`config.mk`:
```
export PLATFORM = sky130hd
export DESIGN_NAME = cpx_mixer_top
export DESIGN_NICKNAME = d
export VERILOG_FILES = /design/src/logic/mixer_pkg.sv /design/src/logic/mixer_if.sv /design/src/logic/lo_pair_gen.sv /design/src/logic/cpx_multiply.sv /design/src/logic/cpx_mixer_top.sv
export SDC_FILE = /design/constraint.sdc
export NUM_CORES = 2
export LEC_CHECK = 0
export BUFFER_PORTS_ARGS = -buffer_cell sky130_fd_sc_hd__buf_2
export CORE_MARGIN = 10
export CORE_UTILIZATION = 34
export CTS_BUF_LIST = sky130_fd_sc_hd__clkbuf_8 sky130_fd_sc_hd__clkbuf_16
export DETAILED_ROUTE_END_ITERATION = 8
export GPL_TIMING_DRIVEN = 0
export PLACE_DENSITY = 0.55
export SYNTH_ARGS = -nofsm -noshare
export SYNTH_HDL_FRONTEND = slang
export SYNTH_SLANG_ARGS = --single-unit
```
`constraint.sdc`:
```
create_clock -name clk -period 11.1 [get_ports clk]
set_input_delay 0.555 -clock clk [delete_from_list [all_inputs] [get_ports clk]]
set_output_delay 0.555 -clock clk [all_outputs]
set_load 0.02 [all_outputs]
```
`src/logic/mixer_pkg.sv`:
```
package mixer_pkg;

   // sample and oscillator widths.
   localparam int SAMPLE_W    = 12;  // signed I/Q samples and LO components.
   localparam int PHASE_W     = 16;  // phase accumulator and increment.
   localparam int LO_IDX_W    = 4;   // top phase bits that address the table.
   localparam int LO_DEPTH    = 1 << LO_IDX_W;

   // product and output widths.
   localparam int PROD_W      = 25;  // two 24-bit products summed.
   localparam int ROUND_SHIFT = 10;  // scale back after the multiply.
   localparam int OUT_W       = 15;  // rounded result, never overflows.

   // real LO value for bypass, equal to one after the shift.
   localparam int BYPASS_LO   = 1024;

   // mixer operating mode, sampled with each input sample.
   typedef enum logic [1:0] {
      MIX_UP     = 2'd0,  // multiply by the LO.
      MIX_DOWN   = 2'd1,  // multiply by the conjugate LO.
      MIX_BYPASS = 2'd2   // multiply by the real constant.
   } mix_mode_e;

   // 2047*cos(2*pi*k/16), rounded to nearest.
   localparam logic signed [SAMPLE_W-1:0] LO_COS [0:LO_DEPTH-1] = '{
       2047,
       1891,
       1447,
        783,
          0,
       -783,
      -1447,
      -1891,
      -2047,
      -1891,
      -1447,
       -783,
          0,
        783,
       1447,
       1891
   };

   // 2047*sin(2*pi*k/16), rounded to nearest.
   localparam logic signed [SAMPLE_W-1:0] LO_SIN [0:LO_DEPTH-1] = '{
          0,
        783,
       1447,
       1891,
       2047,
       1891,
       1447,
        783,
          0,
       -783,
      -1447,
      -1891,
      -2047,
      -1891,
      -1447,
       -783
   };

endpackage

```
`src/logic/mixer_if.sv`:
```
`timescale 1ns/1ps

// operand pair stream from the LO generator into the multiplier.
interface cpx_pair_if;

   logic                                    valid;
   logic                                    ready;
   logic signed [mixer_pkg::SAMPLE_W-1:0]   x_i;   // input sample, real part.
   logic signed [mixer_pkg::SAMPLE_W-1:0]   x_q;   // input sample, imaginary part.
   logic signed [mixer_pkg::SAMPLE_W-1:0]   y_i;   // oscillator, real part.
   logic signed [mixer_pkg::SAMPLE_W-1:0]   y_q;   // oscillator, imaginary part.

   // producer side, holds valid and data until ready.
   modport source (
      output valid,
      output x_i,
      output x_q,
      output y_i,
      output y_q,
      input  ready
   );

   // consumer side.
   modport sink (
      input  valid,
      input  x_i,
      input  x_q,
      input  y_i,
      input  y_q,
      output ready
   );

endinterface

```
`src/logic/lo_pair_gen.sv`:
```
`timescale 1ns/1ps

module lo_pair_gen (
   input  logic                                  clk,
   input  logic                                  i_rst_n,
   input  logic                                  i_valid,
   output logic                                  o_ready,
   input  logic signed [mixer_pkg::SAMPLE_W-1:0] i_x_i,
   input  logic signed [mixer_pkg::SAMPLE_W-1:0] i_x_q,
   input  logic [mixer_pkg::PHASE_W-1:0]         i_phase_inc,
   input  mixer_pkg::mix_mode_e                  i_mode,
   cpx_pair_if.source                            o_pair
);

   logic [mixer_pkg::PHASE_W-1:0]         phase;
   logic [mixer_pkg::LO_IDX_W-1:0]        lo_idx;
   logic signed [mixer_pkg::SAMPLE_W-1:0] lo_cos;
   logic signed [mixer_pkg::SAMPLE_W-1:0] lo_sin;
   logic signed [mixer_pkg::SAMPLE_W-1:0] y_i_sel;
   logic signed [mixer_pkg::SAMPLE_W-1:0] y_q_sel;
   logic                                  accept;

   logic                                  pair_valid;
   logic signed [mixer_pkg::SAMPLE_W-1:0] pair_x_i;
   logic signed [mixer_pkg::SAMPLE_W-1:0] pair_x_q;
   logic signed [mixer_pkg::SAMPLE_W-1:0] pair_y_i;
   logic signed [mixer_pkg::SAMPLE_W-1:0] pair_y_q;

   // the top bits of the current phase pick the table entry.
   assign lo_idx = phase[mixer_pkg::PHASE_W-1 -: mixer_pkg::LO_IDX_W];
   assign lo_cos = mixer_pkg::LO_COS[lo_idx];
   assign lo_sin = mixer_pkg::LO_SIN[lo_idx];

   // oscillator operand for the selected mode.
   always_comb begin
      case (i_mode)
         mixer_pkg::MIX_UP: begin
            y_i_sel = lo_cos;
            y_q_sel = lo_sin;
         end
         mixer_pkg::MIX_DOWN: begin
            y_i_sel = lo_cos;
            y_q_sel = -lo_sin;  // conjugate.
         end
         default: begin
            y_i_sel = mixer_pkg::SAMPLE_W'(mixer_pkg::BYPASS_LO);
            y_q_sel = '0;
         end
      endcase
   end

   // single register slot, refilled in the same cycle it drains.
   assign o_ready = !pair_valid || o_pair.ready;
   assign accept  = i_valid && o_ready;

   always_ff @(posedge clk or negedge i_rst_n) begin
      if (!i_rst_n) begin
         phase      <= '0;
         pair_valid <= 1'b0;
      end else if (accept) begin
         phase      <= phase + i_phase_inc;  // wraps modulo 2^16.
         pair_valid <= 1'b1;
      end else if (o_pair.ready) begin
         pair_valid <= 1'b0;
      end
   end

   always_ff @(posedge clk) begin
      if (accept) begin
         pair_x_i <= i_x_i;
         pair_x_q <= i_x_q;
         pair_y_i <= y_i_sel;
         pair_y_q <= y_q_sel;
      end
   end

   assign o_pair.valid = pair_valid;
   assign o_pair.x_i   = pair_x_i;
   assign o_pair.x_q   = pair_x_q;
   assign o_pair.y_i   = pair_y_i;
   assign o_pair.y_q   = pair_y_q;

   // a pending pair must not change until the multiplier takes it.
   a_pair_hold: assert property (
      @(posedge clk) disable iff (!i_rst_n)
      o_pair.valid && !o_pair.ready |=> o_pair.valid &&
         $stable(o_pair.x_i) && $stable(o_pair.x_q) &&
         $stable(o_pair.y_i) && $stable(o_pair.y_q)
   );

endmodule

```
`src/logic/cpx_multiply.sv`:
```
`timescale 1ns/1ps

module cpx_multiply (
   input  logic                               clk,
   input  logic                               i_rst_n,
   cpx_pair_if.sink                           i_pair,
   input  logic                               i_out_ready,
   output logic                               o_out_valid,
   output logic signed [mixer_pkg::OUT_W-1:0] o_out_i,
   output logic signed [mixer_pkg::OUT_W-1:0] o_out_q
);

   // (a + jb)(c + jd) = (ac - bd) + j(ad + bc)

   logic                                      advance;
   logic                                      pair_xfer;
   logic                                      out_xfer;

   // valid bit per register stage.
   logic                                      v1;
   logic                                      v2;
   logic                                      v3;
   logic                                      v4;

   // stage 1 and 2 hold the four cross products.
   logic signed [2*mixer_pkg::SAMPLE_W-1:0]   s1_ii;
   logic signed [2*mixer_pkg::SAMPLE_W-1:0]   s1_qq;
   logic signed [2*mixer_pkg::SAMPLE_W-1:0]   s1_iq;
   logic signed [2*mixer_pkg::SAMPLE_W-1:0]   s1_qi;
   logic signed [2*mixer_pkg::SAMPLE_W-1:0]   s2_ii;
   logic signed [2*mixer_pkg::SAMPLE_W-1:0]   s2_qq;
   logic signed [2*mixer_pkg::SAMPLE_W-1:0]   s2_iq;
   logic signed [2*mixer_pkg::SAMPLE_W-1:0]   s2_qi;

   // stage 3 holds difference and sum at full width.
   logic signed [mixer_pkg::PROD_W-1:0]       s3_i;
   logic signed [mixer_pkg::PROD_W-1:0]       s3_q;

   // rounded sums and stage 4.
   logic signed [mixer_pkg::PROD_W-1:0]       rnd_i;
   logic signed [mixer_pkg::PROD_W-1:0]       rnd_q;
   logic signed [mixer_pkg::OUT_W-1:0]        s4_i;
   logic signed [mixer_pkg::OUT_W-1:0]        s4_q;

   logic [2:0]                                inflight;

   // every stage moves at once, or none does.
   assign advance      = !o_out_valid || i_out_ready;
   assign i_pair.ready = advance;
   assign pair_xfer    = i_pair.valid && advance;
   assign out_xfer     = o_out_valid && i_out_ready;

   always_ff @(posedge clk or negedge i_rst_n) begin
      if (!i_rst_n) begin
         v1          <= 1'b0;
         v2          <= 1'b0;
         v3          <= 1'b0;
         v4          <= 1'b0;
         o_out_valid <= 1'b0;
      end else if (advance) begin
         v1          <= i_pair.valid;
         v2          <= v1;
         v3          <= v2;
         v4          <= v3;
         o_out_valid <= v4;
      end
   end

   // half an LSB of the output is added before the arithmetic shift.
   always_comb begin
      rnd_i = (s3_i + (mixer_pkg::PROD_W'(1) << (mixer_pkg::ROUND_SHIFT - 1)))
              >>> mixer_pkg::ROUND_SHIFT;
      rnd_q = (s3_q + (mixer_pkg::PROD_W'(1) << (mixer_pkg::ROUND_SHIFT - 1)))
              >>> mixer_pkg::ROUND_SHIFT;
   end

   always_ff @(posedge clk) begin
      if (advance) begin
         s1_ii   <= i_pair.x_i * i_pair.y_i;
         s1_qq   <= i_pair.x_q * i_pair.y_q;
         s1_iq   <= i_pair.x_i * i_pair.y_q;
         s1_qi   <= i_pair.x_q * i_pair.y_i;
         s2_ii   <= s1_ii;
         s2_qq   <= s1_qq;
         s2_iq   <= s1_iq;
         s2_qi   <= s1_qi;
         s3_i    <= s2_ii - s2_qq;
         s3_q    <= s2_iq + s2_qi;
         s4_i    <= rnd_i[mixer_pkg::OUT_W-1:0];  // upper bits are sign only.
         s4_q    <= rnd_q[mixer_pkg::OUT_W-1:0];
         o_out_i <= s4_i;
         o_out_q <= s4_q;
      end
   end

   // samples accepted but not yet delivered.
   always_ff @(posedge clk or negedge i_rst_n) begin
      if (!i_rst_n) begin
         inflight <= '0;
      end else begin
         case ({pair_xfer, out_xfer})
            2'b10:   inflight <= inflight + 3'd1;
            2'b01:   inflight <= inflight - 3'd1;
            default: inflight <= inflight;
         endcase
      end
   end

   // a stalled result stays put until it is taken.
   a_out_hold: assert property (
      @(posedge clk) disable iff (!i_rst_n)
      o_out_valid && !i_out_ready |=> o_out_valid &&
         $stable(o_out_i) && $stable(o_out_q)
   );

   // the valid bits account for every accepted sample and never exceed five.
   a_inflight: assert property (
      @(posedge clk) disable iff (!i_rst_n)
      (inflight <= 3'd5) &&
         (32'(inflight) == $countones({v1, v2, v3, v4, o_out_valid}))
   );

endmodule

```
`src/logic/cpx_mixer_top.sv`:
```
`timescale 1ns/1ps

module cpx_mixer_top (
   input  logic                                  clk,
   input  logic                                  i_rst_n,

   // input sample stream.
   input  logic                                  i_in_valid,
   output logic                                  o_in_ready,
   input  logic signed [mixer_pkg::SAMPLE_W-1:0] i_in_i,
   input  logic signed [mixer_pkg::SAMPLE_W-1:0] i_in_q,

   // sampled along with each accepted input.
   input  logic [mixer_pkg::PHASE_W-1:0]         i_phase_inc,
   input  mixer_pkg::mix_mode_e                  i_mode,

   // mixed output stream.
   output logic                                  o_out_valid,
   input  logic                                  i_out_ready,
   output logic signed [mixer_pkg::OUT_W-1:0]    o_out_i,
   output logic signed [mixer_pkg::OUT_W-1:0]    o_out_q
);

   // sample plus LO operands between the two stages.
   cpx_pair_if pair_if ();

   // phase accumulator, table lookup and mode select.
   lo_pair_gen u_lo_pair_gen (
      .clk         (clk),
      .i_rst_n     (i_rst_n),
      .i_valid     (i_in_valid),
      .o_ready     (o_in_ready),
      .i_x_i       (i_in_i),
      .i_x_q       (i_in_q),
      .i_phase_inc (i_phase_inc),
      .i_mode      (i_mode),
      .o_pair      (pair_if.source)
   );

   // five stage complex multiply with rounding.
   cpx_multiply u_cpx_multiply (
      .clk         (clk),
      .i_rst_n     (i_rst_n),
      .i_pair      (pair_if.sink),
      .i_out_ready (i_out_ready),
      .o_out_valid (o_out_valid),
      .o_out_i     (o_out_i),
      .o_out_q     (o_out_q)
   );

endmodule

```
==> results.tsv <==
metric	value	unit
Critical Path Fanout Max	10	
Worst-Margin Slew	1.13	ns
Worst Setup Path Type	flop to flop	
sequential area share after synthesis	29.5	%
CTS max path bufs	3	
Clock Latency Late Sink	0.63	ns
synth unique cells	63	
Hold WS	0.118	ns
Pins Over Slew Limit	0	
Mean Syn Cell Area	10.7	um2
Cells after Synth	3318	
first-pass GRT wire length	140000	um
DR DRC count	0	
Top FF cell, synth	edfxtp_1	
worst path cell trace	clkbuf_1 > nand2_1 > fa_1 > fa_1 > fa_1 > inv_1 > fa_1 > inv_1 > fa_1 > inv_1 > ha_1 > and2_1 > o21ai_0 > a31oi_1 > nor2_1 > o21ai_1 > o41ai_1 > o2111ai_1 > o31ai_1 > xnor2_1	
worst reg2reg path depth	20	
Multi-input gate area	22000	um2
Detailed Routing Iterations Pass 1	6	
status	finished clean	
gr usage total	15.7	%
gr ovfl total	0	
Via Count	23000	
cell family with most CP delay	adder cells	
Final period util	65.6	%
boundary pin count	78	
detailed placer's ending HPWL	71500	um
top cells by area, synth	fa_1 (31%), edfxtp_1 (28%), ha_1 (9.6%)	
Worst Path Required	11.43	ns
nets@finish	4318	
most frequent cells in the layout	inv_1 (696), fa_1 (553), nand2_1 (405)	
# H-tree levels	2	
effective utilization at floorplan	34.3	%
layout cells sized above 1	5.49	%
crit-path max cell delay	0.73	ns
Netlist Area Pre-Place	35500	um2
slowest CP cell	clkbuf_1	
Synth Net Count	4190	
crit path time final	7.28	ns
Peak Freq	137	MHz
post-CTS resize count	0	
Rows	118	
Clk pin slew, worst setup/hold paths	0.06	ns
total wire length	90500	um
Area after DPL	37800	um2
clock sinks	353	
CTS Hold Buffers Added	1	
CP Depth	20	
commonest non-fill, non-tap cell in the layout	inv_1	
Core Region	104000	um2
GPL Wtd Cong	0.965	
Slew headroom	24.4	%
die area	118000	um2
Inst Count DP	4780	
WHS Path Cells	1	
worst path bufs/invs	4	
Avg WL per Cell	18.6	um
worst hold path class	input port to flop	
most used cell, CP	fa_1	
# Max-Cap Violations	0	
postcts setup bufs	0	
Async SR Flop Fraction	6.23	%
CTS Buf Count	43	
vias in the first global route	23500	
port buffer count	77	
Layout Utilization	38.0	%
setup violators final	0	
Post-synth EDFFs	331	
Iter 0 DRT Violations	1671	
crit start category	flop	
clk root buf	clkbuf_16	
Layout Skew	0.0408	ns
Storage cell area	10500	um2
critical path arrival	7.61	ns
Synth top area share	31.2	%
CP endpoint kind	flop	
routed vias/inst	4.74	
Synth area leader	fa_1	
Die X	343	um
Finished Layout Cells	4864	
final antenna-violating net count	0	
largest net degree at the start of global routing	70	
Synth Warn #	0	
Area growth, synth to finish	10.8	%
die outline height	343	um
CTS tree	done	
initial antenna violation count	4	
FILL cells	10400	
design area	39400	um2
Final Hold Viols	0	
unrepaired setup endpoints after global routing	false	
flops & latches, synth	353	
-- Yosys cell counts (6+ instances only) --
cell / n
xnor2_1: 133
a211oi_1: 11
o211ai_1: 7
mux2_2: 8
edfxtp_1: 331
xor2_1: 39
dfrtp_1: 22
a31oi_1: 9
or4_1: 6
ha_1: 273
nand4_1: 15
or2_2: 12
and2_1: 175
nor3_1: 31
a21oi_1: 73
and3_1: 16
nand2b_1: 39
fa_1: 553
clkbuf_1: 102
nor2_1: 127
nand3_1: 34
a21o_1: 22
nand2_1: 405
o21ai_0: 51
inv_1: 695
or3_1: 7
o21a_1: 19
nor2b_1: 16
-- logic make-up after synthesis --
family,after synthesis,synth area share (%)
muxes,11,0.338
AOI/OAI and AO/OA,255,4.76
xor gates and xnor gates,172,4.24
adders and majority gates,826,40.8
and+or+nand+nor,897,11.9
DFF,353,29.5
buffers and inverters,804,8.49
-- final cells by class --
| class | instances | area share (%) |
|---|---|---|
| buffer | 107 | 1.03 |
| multi-input combinational | 2161 | 56.0 |
| clock inverter | 37 | 1.23 |
| sequential | 353 | 26.6 |
| timing repair buffer | 83 | 1.35 |
| clock buffer | 43 | 2.73 |
| inverter | 697 | 6.65 |
| antenna | 3 | 0.0191 |
| tap | 1380 | 4.39 |
-- metrics by stage --
step                TNS [ns]  setup slack (ns)
floorplan                  0              1.37
global placement     -506.29             -2.39
detailed placement         0              4.16
CTS                        0              4.11
global route               0              3.63
finish                     0              3.82
-- per-layer routing --
layer	GRT usage, %	share of wire [%]	up-vias	wire, um
li1	-	-	10700	-
met1	21.6	44	11500	39500
met2	23.9	44	773	40000
met3	4.61	9.5	111	8610
met4	4.29	2.6	2	2360
met5	0	0.0088	-	8
-- worst paths after layout --
kind / startpoint / end / slack [ns]
setup reg to reg: u_lo_pair_gen.o_pair.y_i[3]$_SDFFCE_PN0P_ / u_cpx_multiply.s1_qi[23]$_DFFE_PP_ / 3.82
setup / recovery: u_lo_pair_gen.o_pair.y_i[3]$_SDFFCE_PN0P_ / u_cpx_multiply.s1_qi[23]$_DFFE_PP_ / 3.82
hold reg to reg: u_cpx_multiply.s1_qi[14]$_DFFE_PP_ / u_cpx_multiply.s2_qi[14]$_DFFE_PP_ / 0.41
min in group asynchronous: i_rst_n / u_lo_pair_gen.phase[0]$_DFFE_PN0P_ / 0.43
max in group asynchronous: i_rst_n / u_lo_pair_gen.o_pair.valid$_DFFE_PN0P_ / 10.32
hold / removal: i_in_q[1] / u_lo_pair_gen.o_pair.x_q[1]$_DFFE_PP_ / 0.12
-- state kept, by name, summed over array words and instances (netlist names), 15 cells and up --
register and flops:
u_cpx_multiply.s2_ii 24, u_cpx_multiply.s1_qq 24, u_cpx_multiply.s4_i 15, u_cpx_multiply.s1_ii 24
u_cpx_multiply.s2_qq 24, u_cpx_multiply.s4_q 15, u_cpx_multiply.o_out_i 15, u_lo_pair_gen.phase 16
u_cpx_multiply.o_out_q 15, u_cpx_multiply.s1_iq 24, u_cpx_multiply.s2_qi 24, u_cpx_multiply.s2_iq 24
u_cpx_multiply.s3_q 16, u_cpx_multiply.s1_qi 24, u_cpx_multiply.s3_i 16
-- worst reg2reg max path, cell delays in order, from the launching register on --
cell and delay [ns]:
edfxtp_1 0.72, clkbuf_1 0.74, nand2_1 0.20, fa_1 0.56
fa_1 0.42, fa_1 0.48, inv_1 0.05, fa_1 0.52
inv_1 0.05, fa_1 0.47, inv_1 0.04, ha_1 0.33
and2_1 0.20, o21ai_0 0.32, a31oi_1 0.23, nor2_1 0.24
o21ai_1 0.20, o41ai_1 0.48, o2111ai_1 0.28, o31ai_1 0.31
xnor2_1 0.16
Power is not shown: default switching activity piles up to over one toggle a cycle in this logic, so the estimate is an artifact.
